$ cat src/logic/adc_pkg.sv
`default_nettype none

package adc_pkg;

    ////////////////////////////////////////
    // widths
    ////////////////////////////////////////

    // adc word width, unsigned
    localparam int W_DATA = 18;

    // channel number width, covers up to 8 channels
    localparam int W_CHAN = 3;

    ////////////////////////////////////////
    // bundles
    ////////////////////////////////////////

    // one conversion result from both chips
    typedef struct packed {
        logic [W_CHAN-1:0] chan_a;
        logic [W_CHAN-1:0] chan_b;
        logic [W_DATA-1:0] data_a;
        logic [W_DATA-1:0] data_b;
    } adc_pair_t;

    // one serialized word
    typedef struct packed {
        logic [W_CHAN-1:0] chan;
        logic [W_DATA-1:0] data;
    } adc_sample_t;

    // one filter output
    typedef struct packed {
        logic [W_CHAN-1:0] chan;
        // truncated block mean
        logic [W_DATA-1:0] mean;
    } adc_result_t;

endpackage

`default_nettype wire
$ cat src/logic/adc_acq_top.sv
`timescale 1ns/10ps
`default_nettype none

module adc_acq_top #(
    parameter int N_ADC     = 8,
    parameter int DV_CYCLES = 4,
    parameter int OVS_LOG2  = 2
) (
    input  wire logic                       sys_clk_in,
    input  wire logic                       reset_in,

    // conversion request and chip outputs
    input  wire logic                       conv_start,
    input  wire logic [adc_pkg::W_DATA-1:0] raw_a,
    input  wire logic [adc_pkg::W_DATA-1:0] raw_b,

    // status and averaged results
    output logic                            busy,
    output logic                            result_valid,
    output adc_pkg::adc_result_t            result
);

    import adc_pkg::*;

    ////////////////////////////////////////
    // interconnect
    ////////////////////////////////////////

    // controller to clk_sync, pair stable while dv high
    logic        dv;
    adc_pair_t   pair;

    // clk_sync to filter, one word per strobe
    logic        sample_valid;
    adc_sample_t sample;

    ////////////////////////////////////////
    // producer
    ////////////////////////////////////////

    adc_conv_ctrl #(
        .N_ADC     (N_ADC),
        .DV_CYCLES (DV_CYCLES)
    ) u_conv_ctrl (
        .sys_clk_in (sys_clk_in),
        .reset_in   (reset_in),
        .conv_start (conv_start),
        .raw_a      (raw_a),
        .raw_b      (raw_b),
        .busy       (busy),
        .dv         (dv),
        .pair       (pair)
    );

    ////////////////////////////////////////
    // buffer and serializer
    ////////////////////////////////////////

    clk_sync u_clk_sync (
        .sys_clk_in   (sys_clk_in),
        .reset_in     (reset_in),
        .dv           (dv),
        .pair         (pair),
        .sample_valid (sample_valid),
        .sample       (sample)
    );

    ////////////////////////////////////////
    // consumer
    ////////////////////////////////////////

    oversample_filter #(
        .N_ADC    (N_ADC),
        .OVS_LOG2 (OVS_LOG2)
    ) u_filter (
        .sys_clk_in   (sys_clk_in),
        .reset_in     (reset_in),
        .sample_valid (sample_valid),
        .sample       (sample),
        .result_valid (result_valid),
        .result       (result)
    );

endmodule

`default_nettype wire

$ cat src/logic/oversample_filter.sv
`timescale 1ns/10ps
`default_nettype none

module oversample_filter #(
    parameter int N_ADC    = 8,
    parameter int OVS_LOG2 = 2
) (
    input  wire logic                 sys_clk_in,
    input  wire logic                 reset_in,

    // serialized words from clk_sync
    input  wire logic                 sample_valid,
    input  wire adc_pkg::adc_sample_t sample,

    // averaged output
    output logic                      result_valid,
    output adc_pkg::adc_result_t      result
);

    import adc_pkg::*;

    ////////////////////////////////////////
    // local parameters
    ////////////////////////////////////////

    // samples per block
    localparam int RATIO = 1 << OVS_LOG2;

    // accumulator sized so a full block of max words cannot overflow
    localparam int W_ACC = W_DATA + OVS_LOG2;

    // one spare bit keeps the counter legal when OVS_LOG2 is 0
    localparam int W_CNT = OVS_LOG2 + 1;

    ////////////////////////////////////////
    // per-channel state
    ////////////////////////////////////////

    logic [W_ACC-1:0] acc [N_ADC];
    logic [W_CNT-1:0] cnt [N_ADC];

    ////////////////////////////////////////
    // combinational update
    ////////////////////////////////////////

    logic [W_ACC-1:0] sum_next;
    logic             block_done;

    // running sum including the incoming word
    always_comb begin
        sum_next   = acc[sample.chan] + W_ACC'(sample.data);
        block_done = sample_valid && (cnt[sample.chan] == W_CNT'(RATIO - 1));
    end

    ////////////////////////////////////////
    // accumulators and counters
    ////////////////////////////////////////

    // channels interleave freely, each block runs on its own
    always_ff @(posedge sys_clk_in) begin
        if (reset_in) begin
            for (int i = 0; i < N_ADC; i++) begin
                acc[i] <= '0;
                cnt[i] <= '0;
            end
        end else if (sample_valid) begin
            if (block_done) begin
                // block complete, start fresh
                acc[sample.chan] <= '0;
                cnt[sample.chan] <= '0;
            end else begin
                acc[sample.chan] <= sum_next;
                cnt[sample.chan] <= cnt[sample.chan] + 1'b1;
            end
        end
    end

    ////////////////////////////////////////
    // result register
    ////////////////////////////////////////

    // strobe one cycle after the last sample of a block
    always_ff @(posedge sys_clk_in) begin
        if (reset_in) begin
            result_valid <= 1'b0;
        end else begin
            result_valid <= block_done;
        end
    end

    // mean by shift, fraction dropped
    always_ff @(posedge sys_clk_in) begin
        if (block_done) begin
            result.chan <= sample.chan;
            result.mean <= W_DATA'(sum_next >> OVS_LOG2);
        end
    end

endmodule

`default_nettype wire

$ cat src/logic/clk_sync.sv
`timescale 1ns/10ps
`default_nettype none

module clk_sync (
    input  wire logic                sys_clk_in,
    input  wire logic                reset_in,

    // from conversion controller
    input  wire logic                dv,
    input  wire adc_pkg::adc_pair_t  pair,

    // to oversample filter
    output logic                     sample_valid,
    output adc_pkg::adc_sample_t     sample
);

    import adc_pkg::*;

    ////////////////////////////////////////
    // local parameters
    ////////////////////////////////////////

    // wait for valid high
    localparam logic [2:0] ST_WAIT_DVH = 3'd0;
    // pair captured, one settle cycle
    localparam logic [2:0] ST_HOLD     = 3'd1;
    // present chip a word
    localparam logic [2:0] ST_SEND_A   = 3'd2;
    // present chip b word
    localparam logic [2:0] ST_SEND_B   = 3'd3;
    // wait for valid low before rearming
    localparam logic [2:0] ST_WAIT_DVL = 3'd4;

    ////////////////////////////////////////
    // internal signals
    ////////////////////////////////////////

    logic [2:0] state;
    logic [2:0] next_state;

    // local copy of the pair
    adc_pair_t  pair_q;

    ////////////////////////////////////////
    // output decode
    ////////////////////////////////////////

    // word is zero outside the send states
    always_comb begin
        case (state)
            ST_SEND_A: begin
                sample_valid = 1'b1;
                sample.chan  = pair_q.chan_a;
                sample.data  = pair_q.data_a;
            end
            ST_SEND_B: begin
                sample_valid = 1'b1;
                sample.chan  = pair_q.chan_b;
                sample.data  = pair_q.data_b;
            end
            default: begin
                sample_valid = 1'b0;
                sample       = '0;
            end
        endcase
    end

    ////////////////////////////////////////
    // pair register
    ////////////////////////////////////////

    // load only on the first valid cycle
    always_ff @(posedge sys_clk_in) begin
        if (state == ST_WAIT_DVH && dv) begin
            pair_q <= pair;
        end
    end

    ////////////////////////////////////////
    // state machine
    ////////////////////////////////////////

    always_ff @(posedge sys_clk_in) begin
        if (reset_in) begin
            state <= ST_WAIT_DVH;
        end else begin
            state <= next_state;
        end
    end

    // next state
    always_comb begin
        next_state = state;
        case (state)
            ST_WAIT_DVH: begin
                if (dv) begin
                    next_state = ST_HOLD;
                end
            end
            ST_HOLD: begin
                next_state = ST_SEND_A;
            end
            ST_SEND_A: begin
                next_state = ST_SEND_B;
            end
            ST_SEND_B: begin
                next_state = ST_WAIT_DVL;
            end
            ST_WAIT_DVL: begin
                // one word pair per dv pulse
                if (!dv) begin
                    next_state = ST_WAIT_DVH;
                end
            end
            default: begin
                next_state = ST_WAIT_DVH;
            end
        endcase
    end

endmodule

`default_nettype wire

$ cat src/logic/adc_conv_ctrl.sv
`timescale 1ns/10ps
`default_nettype none

module adc_conv_ctrl #(
    parameter int N_ADC     = 8,
    parameter int DV_CYCLES = 4
) (
    input  wire logic                       sys_clk_in,
    input  wire logic                       reset_in,

    // conversion request and chip outputs
    input  wire logic                       conv_start,
    input  wire logic [adc_pkg::W_DATA-1:0] raw_a,
    input  wire logic [adc_pkg::W_DATA-1:0] raw_b,

    // status and slow-domain output
    output logic                            busy,
    output logic                            dv,
    output adc_pkg::adc_pair_t              pair
);

    import adc_pkg::*;

    ////////////////////////////////////////
    // local parameters
    ////////////////////////////////////////

    // chip a owns the lower half, chip b the upper half
    localparam int HALF = N_ADC / 2;

    // counter must reach DV_CYCLES in the low phase
    localparam int W_CNT = $clog2(DV_CYCLES + 1);

    // sequencer phases
    localparam logic [1:0] PH_IDLE = 2'd0;
    localparam logic [1:0] PH_HIGH = 2'd1;
    localparam logic [1:0] PH_LOW  = 2'd2;

    ////////////////////////////////////////
    // internal signals
    ////////////////////////////////////////

    logic [1:0]        phase;
    logic [W_CNT-1:0]  cnt;
    logic [W_CHAN-1:0] pair_idx;
    logic              accept;

    // pulses while busy are simply dropped
    assign accept = conv_start & (phase == PH_IDLE);

    // status decoded from phase
    assign busy = (phase != PH_IDLE);
    assign dv   = (phase == PH_HIGH);

    ////////////////////////////////////////
    // sequencer
    ////////////////////////////////////////

    always_ff @(posedge sys_clk_in) begin
        if (reset_in) begin
            phase    <= PH_IDLE;
            cnt      <= '0;
            pair_idx <= '0;
        end else begin
            case (phase)
                PH_IDLE: begin
                    if (accept) begin
                        phase <= PH_HIGH;
                        cnt   <= '0;
                        // step to next pair, wrap at half
                        if (pair_idx == W_CHAN'(HALF - 1)) begin
                            pair_idx <= '0;
                        end else begin
                            pair_idx <= pair_idx + 1'b1;
                        end
                    end
                end
                PH_HIGH: begin
                    // dv high for DV_CYCLES cycles
                    if (cnt == W_CNT'(DV_CYCLES - 1)) begin
                        phase <= PH_LOW;
                        cnt   <= '0;
                    end else begin
                        cnt <= cnt + 1'b1;
                    end
                end
                PH_LOW: begin
                    // low stretch plus the final busy cycle, 2*DV_CYCLES+1 total
                    if (cnt == W_CNT'(DV_CYCLES)) begin
                        phase <= PH_IDLE;
                        cnt   <= '0;
                    end else begin
                        cnt <= cnt + 1'b1;
                    end
                end
                default: begin
                    phase <= PH_IDLE;
                    cnt   <= '0;
                end
            endcase
        end
    end

    ////////////////////////////////////////
    // result capture
    ////////////////////////////////////////

    // pair held steady while dv is up
    always_ff @(posedge sys_clk_in) begin
        if (accept) begin
            pair.chan_a <= pair_idx;
            pair.chan_b <= pair_idx + W_CHAN'(HALF);
            pair.data_a <= raw_a;
            pair.data_b <= raw_b;
        end
    end

endmodule

`default_nettype wire

$ cat config.mk
export PLATFORM = sky130hd
export DESIGN_NAME = adc_acq_top
export DESIGN_NICKNAME = d
export VERILOG_FILES = /design/src/logic/adc_pkg.sv /design/src/logic/adc_acq_top.sv /design/src/logic/oversample_filter.sv /design/src/logic/clk_sync.sv /design/src/logic/adc_conv_ctrl.sv
export SDC_FILE = /design/constraint.sdc
export NUM_CORES = 1
export LEC_CHECK = 0
export ABC_AREA = 1
export BUFFER_PORTS_ARGS = -buffer_cell sky130_fd_sc_hd__buf_2
export CORE_ASPECT_RATIO = 0.5
export CORE_MARGIN = 2
export CORE_UTILIZATION = 55
export DETAILED_ROUTE_END_ITERATION = 8
export HOLD_SLACK_MARGIN = 0.02
export PLACE_DENSITY_LB_ADDON = 0.1
export SYNTH_ARGS = -nofsm -noshare
export SYNTH_HDL_FRONTEND = slang
export SYNTH_SLANG_ARGS = --single-unit
$ cat constraint.sdc
create_clock -name sys_clk_in -period 3.7 [get_ports sys_clk_in]
set_clock_uncertainty 0.1 [all_clocks]
set_input_delay 0.37 -clock sys_clk_in [delete_from_list [all_inputs] [get_ports sys_clk_in]]
set_output_delay 0.37 -clock sys_clk_in [all_outputs]
set_load 0.02 [all_outputs]
* After elaboration in Yosys (flattened, before gate mapping)
Memories as Yosys holds them, arrays and structs flattened.
Index checks and enable logic that the tools add are counted.
** Cells by class
- Add/sub/neg operators :: 5
- Reductions and logical operators :: 11
- Bitwise gates (word level) :: 3
- Eq/ne operators :: 15
- Muxes and demuxes :: 32
** Operators by type and width (count)
- 21-bit case mux with 2 select lines :: 1
- 20-bit 2-to-1 mux :: 2
- 3-bit 2-to-1 mux :: 10
- 20-bit by 18-bit adder with 20-bit output :: 1
- 20-bit OR reduction :: 1
- 3-bit by 2-bit == test with 1-bit output (second input constant) :: 5
- 3-bit case mux with 5 select lines :: 1
- 1-bit 2-to-1 mux :: 13
- 3-bit by 1-bit adder with 3-bit output (second input constant) :: 3
- 3-bit case mux with 3 select lines :: 1
- 3-bit == test (second input constant) :: 2
- 2-bit 2-to-1 mux :: 3
- 2-bit by 1-bit != test with 1-bit output (second input constant) :: 3
- 2-bit case mux with 3 select lines :: 1
- 2-bit != test (second input constant) :: 2
- 2-bit AND reduction :: 2
- 3-bit adder (second input constant) :: 1
- 3-bit by 1-bit == test with 1-bit output (second input constant) :: 1
- 3-bit zero test :: 1
- 3-bit AND reduction :: 1
- 3-bit OR reduction :: 1
- 2-bit by 1-bit == test with 1-bit output (second input constant) :: 1
- 2-bit == test (second input constant) :: 1
- 1-bit logical AND :: 2
- 5 further kinds :: 6
** Word-level totals
- Memory bits (writable) :: 184
- Input bits :: 39
- Memories :: 2
- Logic and storage cells :: 83
- Register bits after elaboration :: 117
** Memories
- u_filter.acc :: depth 8, bits a word 20, read ports 1, clocked after memory_dff 0, write ports 8, RTL line oversample_filter.sv:39 : logic [W_ACC-1:0] acc [N_ADC];
- u_filter.cnt :: depth 8, bits a word 3, read ports 1, clocked after memory_dff 0, write ports 8, RTL line oversample_filter.sv:40 : logic [W_CNT-1:0] cnt [N_ADC];

* Longest topological paths before layout
Gate-level depths: netlist (run 1).
An unclocked memory read counts as a cell.
- Word-level depth :: 12
- Depth in mapped cells :: 25

* Hierarchy
From an unflattened synthesis (run 1), not the netlist that was laid out.
** Unflattened totals
- Cells, all modules :: 1156
- Area total of the unflattened synthesis :: 13008.7 um^2
** Modules (own cells, without submodules)
- oversample_filter :: cells an instance 908, sequential area each 6175.9 um^2, area an instance 9570.4 um^2, times used 1
- adc_conv_ctrl :: cells an instance 114, sequential area each 1361.3 um^2, area an instance 1732.9 um^2, times used 1
- clk_sync :: cells an instance 134, sequential area each 1321.3 um^2, area an instance 1705.4 um^2, times used 1

* Worst setup path after synthesis (run 1)
No wires, ideal clock.
- Path type :: register to register
- From :: register u_clk_sync.state[1]
- To :: register u_clk_sync.pair_q[0] in the netlist's numbering (enable)
- Slack :: -0.353 ns
- Setup time :: 0.487 ns
- Stages on the path, launching flop included :: 5
- Arrival time :: 3.465 ns
- Path through :: dfxtp_1 clkbuf_1 nor2_1 inv_1 nor3_1
** Between the ends
- Cells in the longest elaborated chain, start to end :: 2
** RTL lines
- start: declaration :: RTL line clk_sync.sv:38 : logic [2:0] state;
- start signal: assignment :: RTL line clk_sync.sv:87 : state <= next_state;
- 3-bit zero test :: RTL line clk_sync.sv:74 : if (state == ST_WAIT_DVH && dv) begin
- 1-bit logical AND :: RTL line clk_sync.sv:74
- end signal: assignment :: RTL line clk_sync.sv:75 : pair_q <= pair;
- end: declaration :: RTL line clk_sync.sv:42 : adc_pair_t pair_q;
No other way between the ends.
A chain may end at the register's enable or synchronous reset.

==> metrics.yaml, run 1 <==
finish:
  ff_latch_area_sq_um: 8803
  nFillCells: 1707
  drive_gt1_share_pct: 23.73
  multi_input_area_sq_um: 4282
  antenna_cells: 0
  area_delta_synth_final_pct: 25.02
  final_nets: 1513
  fin_util_pct: 69.38
clocking:
  htree_levels: 1
  cts-root-buf: "clkbuf_16"
  path_clk_slew_ps: 70
  cts.path.max_buffers: 3
  cts_tree: "done"
  numCtsBuffers: 26
  clk_latency_ps: 540
  cts_num_sinks: 297
job:
  maxCapViolations: 0
sta:
  fin_crit_sh_pct: 97.07
  rsz0062_at_grt: "true"
  hold_viol: 0
  maxSlewHeadroom_pct: 60.33
  holdWs_ps: 318.0
  period_needed_ps: 3592
  slew_viol_final: 0
  max_freq_ghz: 0.2784
  setup_violations: 0
  worstMarginPinSlew_ps: 593.6
worst_setup_path:
  reg2reg_from: "u_clk_sync.state[1]$_SDFFE_PP0P_"
  worstSetupStartpointType: "flip-flop"
  worstSetupPathType: "reg -> reg"
  r2r-end: "u_filter.acc[1][15]$_SDFFCE_PN0P_"
  worst_ep_required_time_ps: 3880
  worstPathMaxFanout: 17
  worstRegToRegCells: 21
  worstPathArrival_ps: 3770
  reg2reg_slack_ps: 110
  critPathCaptureType: "flip-flop"
die:
  die_width_microns: 223.0
  coreArea_sq_um: 23770
  row_count: 40
  initial_core_util_pct: 55.50
  die_y_microns: 113.5
  design.die.area_sq_um: 25320
  ios: 62
grt:
  met2_usage_pct: 43.19
  track_usage_pct: 28.15
  use_met1_pct: 41.37
  met3_usage_pct: 7.110
  grt_pass1_wl_microns: 53040
  busiest_layer: "met2"
  grt_pass1_vias: 9396
  grt_max_degree: 45
  antenna_found_initial: 0
  overflow: 0
logic_synthesis:
  synthFlopType: "edfxtp_1"
  synth-seq-cells: 297
  yosysTopAreaCell: "edfxtp_1"
  ys_top_cells_by_area: "edfxtp_1 (65%), nand2_1 (8.0%), nor2_1 (6.2%), a21oi_1 (3.8%), ha_1 (2.8%)"
  yosys.cell_count.top_type: "edfxtp_1"
  synthCells: 1221
  synth-async-reset-ratio_pct: 0
  seq_area_frac_synth_pct: 66.69
  netlist_area_sq_um: 13190
  synth.distinct_cells: 41
  syn-num-nets: 1290
  synthTopCellsByCount: "edfxtp_1 (285), nand2_1 (282), nor2_1 (217), a21oi_1 (101), inv_1 (61)"
  synth_top_area_share_pct: 64.86
  yosysWarnings: 0
  synth-edff-count: 285
  synth_area_per_cell_sq_um: 10.81
route:
  drt-total-wl_microns: 35540
  ant_nets: 0
  vias: 9774
  dr.first_iter.drc_count: 1049
  routedWlPerCell_microns: 20.00
  viasPerCell: 5.500
  drtPass1Iterations: 5
  drc: 0
hold_path:
  hold_depth: 0
  hp-start: "u_conv_ctrl.pair[23]$_DFFE_PP_"
  hp-class: "reg -> reg"
  hold_path_end: "u_clk_sync.pair_q[23]$_DFFE_PP_"
power:
  vdd_drop_max_uv: 435.4
  total_power_mw: 10.32
  p_per_area_nw_per_um2: 625.5
  leakage_nw: 6.418
placed_design:
  dpl.hpwl_microns: 21950
  place.gp.congestion: 0.8857
  io_buffers: 61
run_status:
  outcome: "finished, final reports clean"
critical path, stage by stage, from the launching register on:
cell	delay [ps]
dfxtp_4	360
inv_2	70
nor2_4	40
buf_4	140
nand2_4	100
buf_12	170
buf_4	180
nand2_1	60
nand2_1	60
a21oi_1	40
nor4_2	440
ha_1	360
nand2_1	110
inv_1	80
nand2_1	70
nand2_1	110
a21oi_2	190
nand2_4	100
xor2_2	200
nand2_1	100
buf_6	160
nor2_1	50
stage by stage:
| stage | cell area, sq um | cells | setup TNS [ps] | setup WS (ps) |
|---|---|---|---|---|
| 2_1_floorplan | 13200 | 1221 | 0 | 125.3 |
| 3_3_place_gp | 14840 | 1683 | -213.9 | -32.00 |
| 3_5_place_dp | 14840 | 1683 | -3022 | -111.5 |
| 4_1_cts | 16030 | 1769 | 0 | 17.34 |
| 5_1_grt | 16490 | 1777 | -2595 | -114.6 |
| 6_report | 16490 | 1777 | 0 | 108.5 |
sequential cells by signal, summed over array words and instances, names as in the netlist:
register,flops
u_conv_ctrl.cnt,3
u_conv_ctrl.pair_idx,3
u_clk_sync.pair_q,40
u_conv_ctrl.phase,2
u_conv_ctrl.pair,40
u_clk_sync.state,3
u_filter.acc,160
u_filter.result_valid,1
u_filter.result,21
u_filter.cnt,24
power by group:
group / total, mW / internal [mW] / switching (mW)
Clock: 2.53 / 1.33 / 1.20
Combinational: 3.48 / 1.45 / 2.03
Sequential: 4.30 / 4.19 / 0.115
Total: 10.3 / 6.97 / 3.35
how the worst max path moves through the flow:
stage	startpoint	to
2_1_floorplan	u_clk_sync.state[2]$_SDFFE_PP0P_	u_filter.acc[0][10]$_SDFFCE_PN0P_
3_3_place_gp	u_clk_sync.state[2]$_SDFFE_PP0P_	u_filter.acc[1][18]$_SDFFCE_PN0P_
3_5_place_dp	u_clk_sync.state[2]$_SDFFE_PP0P_	u_filter.acc[3][19]$_SDFFCE_PN0P_
4_1_cts	u_clk_sync.state[2]$_SDFFE_PP0P_	u_filter.acc[1][18]$_SDFFCE_PN0P_
5_1_grt	u_clk_sync.state[2]$_SDFFE_PP0P_	u_filter.acc[1][11]$_SDFFCE_PN0P_
6_report	u_clk_sync.state[1]$_SDFFE_PP0P_	u_filter.acc[1][15]$_SDFFCE_PN0P_
placed cells by master (no fill, tap or decap), drive strengths merged, types with 29 or more instances in the layout:
cell and instances:
a21oi 101, buf 209, clkbuf 31, dlygate4sd3 38, edfxtp 285, ha 29
inv 66, nand2 284, nand3 61, nor2 223
layout make-up:
type | instances | share of cell area, %
multi-input cells | 806 | 25.96
clock inverters | 16 | 0.5386
clock buffers | 30 | 4.164
flip-flops and latches | 297 | 53.37
inverters | 65 | 1.510
well taps | 315 | 2.389
repair buffers | 248 | 12.07
routing by layer:
layer	up-vias	wire length, microns
li1	4624	-
met4	0	714
met1	4678	15620
met5	-	0
met3	55	3544
met2	417	15660
repair_timing:
action / in CTS / in global routing
endpoints found under the setup margin: 89 / 145
gates cloned: 0 / 1
hold buffers: 38 / 0
pin swaps: 1 / 14
setup buffers: 2 / 7
gates resized for setup: 4 / 73
endpoints found under the hold margin: 42 / 0
cells by family (layout without fill, tap and decap cells):
group,after synthesis,in the layout,share of synthesized area [%]
and+or+nand+nor,620,620,19.70
xor gates and xnor gates,10,10,0.6639
AOI/OAI and AO/OA,146,146,6.230
buffers and inverters,118,359,3.822
adders and majority gates,30,30,2.902
DFF,297,297,66.69
Note: power is estimated with default switching activity, not from simulation.
==> inputs of run 2 (changes only) <==
==> constraint.sdc (replaced) <==
create_clock -name sys_clk_in -period 3.7 [get_ports sys_clk_in]
set_clock_uncertainty 0.1 [all_clocks]
set_input_delay 0.925 -clock sys_clk_in [delete_from_list [all_inputs] [get_ports sys_clk_in]]
set_output_delay 0.925 -clock sys_clk_in [all_outputs]
set_load 0.02 [all_outputs]
==> run 2 against run 1 <==
Combinational power increased by 2%; worst hold slack improved by 0.57 ps; wire length decreased by 1.4%; final cell count decreased by 1.9%; non-clock buffer count decreased by 35; register-to-register slack improved by 60 ps; first-iteration DRC count increased by 9.7%; power increased by 4.1%; critical path type unchanged; largest power group unchanged; highest routed layer unchanged.
==> metrics.yaml, run 2 (same netlist as run 1, synthesis figures left out) <==
sta:
  slew_viol_final: 0
  holdWs_ps: 318.6
  maxSlewHeadroom_pct: 65.47
  setup_violations: 0
  fin_crit_sh_pct: 95.38
  period_needed_ps: 3529
  max_freq_ghz: 0.2834
  hold_viol: 0
  worstMarginPinSlew_ps: 517.9
worst_setup_path:
  worstSetupStartpointType: "flip-flop"
  endpoint: "u_filter.acc[0][2]$_SDFFCE_PN0P_"
  worstRegToRegCells: 15
  crit_start: "u_clk_sync.state[2]$_SDFFE_PP0P_"
  worstSetupPathType: "reg -> reg"
  reg2reg_slack_ps: 170
  worstPathArrival_ps: 3720
  worst_ep_required_time_ps: 3890
  reg2reg_from: "u_clk_sync.state[2]$_SDFFE_PP0P_"
  worstPathMaxFanout: 17
  critPathCaptureType: "flip-flop"
  r2r-end: "u_filter.acc[0][2]$_SDFFCE_PN0P_"
finish:
  final_common_cell: "edfxtp_1"
  final_nets: 1478
  largest_register_ffs: 160
  drive_gt1_share_pct: 25.75
  area_delta_synth_final_pct: 23.85
  reg_top3: "u_filter.acc (160), u_clk_sync.pair_q (40), u_conv_ctrl.pair (40)"
  regMostFlops: "u_filter.acc"
  nFillCells: 1730
  final_cell_mix: "edfxtp_1 (285), nand2_1 (265), nor2_1 (206)"
  finalNonFillerCells: 1744
  fin_util_pct: 68.74
  antenna_cells: 0
placed_design:
  dp_cells: 1683
  place.gp.congestion: 0.8860
  dpl.hpwl_microns: 22050
  io_buffers: 61
power:
  vdd_drop_max_uv: 481.3
  leakage_nw: 6.340
  p_per_area_nw_per_um2: 657.5
  total_power_mw: 10.74
clocking:
  cts.hold.buffers_added: 0
  htree_levels: 1
  cts_num_sinks: 297
  numCtsBuffers: 26
  cts-root-buf: "clkbuf_16"
  cts_tree: "done"
  clk_latency_ps: 550
  path_clk_slew_ps: 70
  cts.path.max_buffers: 3
grt:
  overflow: 0
  grt_max_degree: 45
  antenna_found_initial: 0
  grt_pass1_vias: 9259
  grt_pass1_wl_microns: 52200
  track_usage_pct: 27.58
route:
  routedWlPerCell_microns: 20.09
  viasPerCell: 5.600
  dr.first_iter.drc_count: 1151
  vias: 9767
  drt-total-wl_microns: 35040
  drc: 0
  drtPass1Iterations: 7
  ant_nets: 0
hold_path:
  hp-start: "u_conv_ctrl.pair[30]$_DFFE_PP_"
  hp-class: "reg -> reg"
job:
  maxCapViolations: 0
run_status:
  outcome: "finished, final reports clean"
die:
  die_y_microns: 113.5
  design.die.area_sq_um: 25320
  row_count: 40
  coreArea_sq_um: 23770
  initial_core_util_pct: 55.50
  ios: 62
  die_width_microns: 223.0
[run 2: repair_timing]
action,CTS,global route
pin swaps,1,29
setup endpoints to repair,89,139
cloned,0,2
setup buffers,4,7
hold endpoints to repair,0,0
resized for setup,4,93
[run 2: worst min-delay path by stage]
| stage | endpoint | cells past startpoint |
|---|---|---|
| after CTS | u_clk_sync.pair_q[21]$_DFFE_PP_ | 0 |
| final | u_clk_sync.pair_q[30]$_DFFE_PP_ | 0 |
| after global routing | u_clk_sync.pair_q[17]$_DFFE_PP_ | 0 |
| after detailed placement | u_clk_sync.pair_q[21]$_DFFE_PP_ | 0 |
| after global placement | u_clk_sync.pair_q[38]$_DFFE_PP_ | 0 |
| after floorplan | u_clk_sync.pair_q[0]$_DFFE_PP_ | 0 |
[run 2: worst max-delay path, cell delays in order (launching register included)]
cell     delay [ps]
dfxtp_4         370
inv_1            60
nand2_1         100
nor2_4          140
buf_12          140
buf_4           230
buf_4           190
or2_2           110
a21oi_1          70
nor4_1          370
ha_1            230
ha_1            360
nor2_2           90
buf_4           220
nand2_1         350
nor2_1          100
[run 2: layout make-up]
class	count	area (sq um)	share of cell area, %
multi-input combinational	806	4324	26.46
tap	315	394.1	2.412
sequential	297	8806	53.89
timing repair buffer	213	1654	10.12
inverter	65	251.5	1.539
clock inverter	15	202.7	1.240
clock buffer	33	708.2	4.334
[run 2: per-stage QoR]
step           instance area, sq um  setup slack, ps  setup TNS, ps
2_1_floorplan                 13200            125.3              0
3_3_place_gp                  14840           -15.59         -94.51
3_5_place_dp                  14840           -149.0          -6355
4_1_cts                       15810            1.030              0
5_1_grt                       16340           -55.14         -948.9
6_report                      16340            170.8              0
[run 2: power breakdown]
| group | switching [mW] | internal (mW) |
|---|---|---|
| sequential | 0.104 | 4.19 |
| clock | 1.21 | 1.70 |
| combinational | 2.07 | 1.47 |
[run 2: metal layers]
metal  wire length, microns  part of all wire (%)  GRT usage [%]
met1                  15250                    44          41.56
met2                  15630                    45          41.60
met3                   3550                    10          5.487
met4                    613                   1.7          6.622
met5                      0                     0              0
==> inputs of run 3 (changes only) <==
==> constraint.sdc (replaced) <==
create_clock -name sys_clk_in -period 3.7 [get_ports sys_clk_in]
set_clock_uncertainty 0.1 [all_clocks]
set_input_delay 0.555 -clock sys_clk_in [delete_from_list [all_inputs] [get_ports sys_clk_in]]
set_output_delay 0.555 -clock sys_clk_in [all_outputs]
set_load 0.02 [all_outputs]
==> run 3 against run 2 <==
Worst setup slack got worse by 34 ps; clock power shrank 11%; core utilization shrank 1.4 points; worst hold slack lost 230 ps; critical path depth grew 5; non-clock buffer count down 8; critical endpoint is now u_filter.acc[6][13]$_SDFFCE_PN0P_.
==> metrics.yaml, run 3 (same netlist as run 1, synthesis figures left out) <==
power:
  p_clk_share_pct: 25.4
  vdd_drop_max_uv: 464.1
  swShare_pct: 32.04
  leakage_nw: 6.220
  combPwrFrac_pct: 32.8
  p_int_mw: 6.973
  p_per_area_nw_per_um2: 640.8
  total_power_mw: 10.26
  seqPwrFrac_pct: 41.9
  p_sw_mw: 3.288
worst_setup_path:
  worstRegToRegCells: 20
  worstSetupPathType: "reg -> reg"
  reg2reg_slack_ps: 140
  crit_slowest_cell: "ha_2"
  worstPathMaxFanout: 36
  worstSetupStartpointType: "flip-flop"
  path_cells: "inv_2 > nor2_4 > nand2_2 > buf_12 > buf_6 > or2_2 > a21oi_2 > nor4_2 > buf_4 > ha_2 > nand2_1 > buf_4 > nor2_1 > buf_4 > nand3b_1 > nand2_1 > nand2_1 > nand3_1 > buf_12 > nor2_1"
  r2r-end: "u_filter.acc[6][13]$_SDFFCE_PN0P_"
  critPathCaptureType: "flip-flop"
  worstPathArrival_ps: 3760
  path_delay_family: "simple AND/OR/NAND/NOR gates"
  path_depth: 20
  slowest_delay_ps: 380
  worst_ep_required_time_ps: 3900
  worstPathBufferInverterCount: 7
  reg2reg_from: "u_clk_sync.state[1]$_SDFFE_PP0P_"
finish:
  final_cell_mix: "edfxtp_1 (285), nand2_1 (274), nor2_1 (208)"
  finalInstanceArea_sq_um: 16010
  multi_input_area_sq_um: 4214
  nFillCells: 1763
  fin_util_pct: 67.36
  final_nets: 1470
  antenna_cells: 0
  drive_gt1_share_pct: 23.93
  final_common_cell: "edfxtp_1"
  finalNonFillerCells: 1736
  ff_latch_area_sq_um: 8806
  regMostFlops: "u_filter.acc"
  largest_register_ffs: 160
  reg_top3: "u_filter.acc (160), u_clk_sync.pair_q (40), u_conv_ctrl.pair (40)"
  area_delta_synth_final_pct: 21.37
die:
  row_count: 40
  coreArea_sq_um: 23770
  initial_core_util_pct: 55.50
  ios: 62
  die_y_microns: 113.5
  design.die.area_sq_um: 25320
  die_width_microns: 223.0
placed_design:
  place_ws_ps: -113.7
  placed_area_sq_um: 14840
  place.gp.congestion: 0.8870
  io_buffers: 61
  dp_cells: 1683
  dpl.hpwl_microns: 22040
sta:
  worstMarginPinSlew_ps: 559.3
  maxSlewHeadroom_pct: 62.62
  max_freq_ghz: 0.2806
  rsz0062_at_grt: "true"
  setup_ws_ps: 136.4
  period_needed_ps: 3564
  final.setup.tns_ps: 0
  hold_viol: 0
  slew_viol_final: 0
  setup_violations: 0
  holdWs_ps: 84.61
  fin_crit_sh_pct: 96.31
clocking:
  cts_num_sinks: 297
  htree_levels: 1
  path_clk_slew_ps: 70
  cts_tree: "done"
  clk_latency_ps: 550
  cts.path.max_buffers: 3
  numCtsBuffers: 26
  cts-root-buf: "clkbuf_16"
job:
  maxCapViolations: 0
hold_path:
  hp-start: "raw_a[8]"
  hold_depth: 1
  hold_path_end: "u_conv_ctrl.pair[26]$_DFFE_PP_"
  hp-class: "in -> reg"
route:
  drc: 0
  drt-total-wl_microns: 34210
  routedWlPerCell_microns: 19.70
  ant_nets: 0
  viasPerCell: 5.579
  drtPass1Iterations: 5
  dr.first_iter.drc_count: 889
  vias: 9686
grt:
  overflow: 0
  antenna_found_initial: 0
  grt_max_degree: 45
  grt_pass1_wl_microns: 52170
  grt_pass1_vias: 9161
  track_usage_pct: 27.61
run_status:
  outcome: "finished, final reports clean"
-- run 3: changes by cell type in the layout (fill, tap and decap cells not counted), sizes merged --
cell	before	now
buf	211	205
clkbuf	35	31
bufinv	5	1
clkinv	9	15
-- run 3: worst register-to-register path, delay by kind of cell, from the launching register on --
kind	cells	cell delay, ps
AND/OR/NAND/NOR	11	1310
buffers and inverters	7	980
adder cells (fa/ha/maj)	1	380
flip-flops	1	370
AO/OA/AOI/OAI	1	150
-- run 3: cell type report --
class	instances	area share [%]
Clock buffer	31	4.313
Clock inverter	17	0.7110
Inverter	65	1.539
Multi-Input combinational cell	806	26.32
Sequential cell	297	54.99
Tap cell	315	2.461
Timing Repair Buffer	205	9.666
-- run 3: routing by layer --
| metal | share of wire [%] | track usage, % | vias to the layer above |
|---|---|---|---|
| met5 | 0 | 0 | - |
| met4 | 1.6 | 5.190 | 0 |
| met3 | 10 | 5.693 | 48 |
| met2 | 44 | 40.92 | 466 |
| met1 | 44 | 42.73 | 4644 |
| li1 | - | - | 4528 |
-- run 3: how the worst max path moves through the flow --
stage | slack [ps] | startpoint | end
CTS | 7 | u_clk_sync.state[1]$_SDFFE_PP0P_ | u_filter.acc[5][10]$_SDFFCE_PN0P_
global placement | -30 | u_clk_sync.state[2]$_SDFFE_PP0P_ | u_filter.acc[1][18]$_SDFFCE_PN0P_
floorplan | 130 | u_clk_sync.state[2]$_SDFFE_PP0P_ | u_filter.acc[0][10]$_SDFFCE_PN0P_
detailed placement | -110 | u_clk_sync.state[2]$_SDFFE_PP0P_ | u_filter.acc[7][19]$_SDFFCE_PN0P_
global route | -50 | u_clk_sync.state[1]$_SDFFE_PP0P_ | u_filter.acc[1][19]$_SDFFCE_PN0P_
finish | 140 | u_clk_sync.state[1]$_SDFFE_PP0P_ | u_filter.acc[6][13]$_SDFFCE_PN0P_
-- run 3: power groups by stage --
stage                     clock, mW  sequential, mW  combinational, mW
after floorplan                   0            4.35               1.57
after global placement            0            4.35               3.03
after detailed placement          0            4.37               3.06
after CTS                      2.63            4.29               3.10
after global routing           2.75            4.33               3.67
final                          2.60            4.29               3.36
-- run 3: repair_timing --
| action | in CTS | in global routing |
|---|---|---|
| hold buffers | 0 | 0 |
| resized for setup | 3 | 62 |
| setup buffers | 3 | 2 |
| gates cloned | 0 | 0 |
| pin swaps | 1 | 13 |
| endpoints found under the setup margin | 89 | 140 |
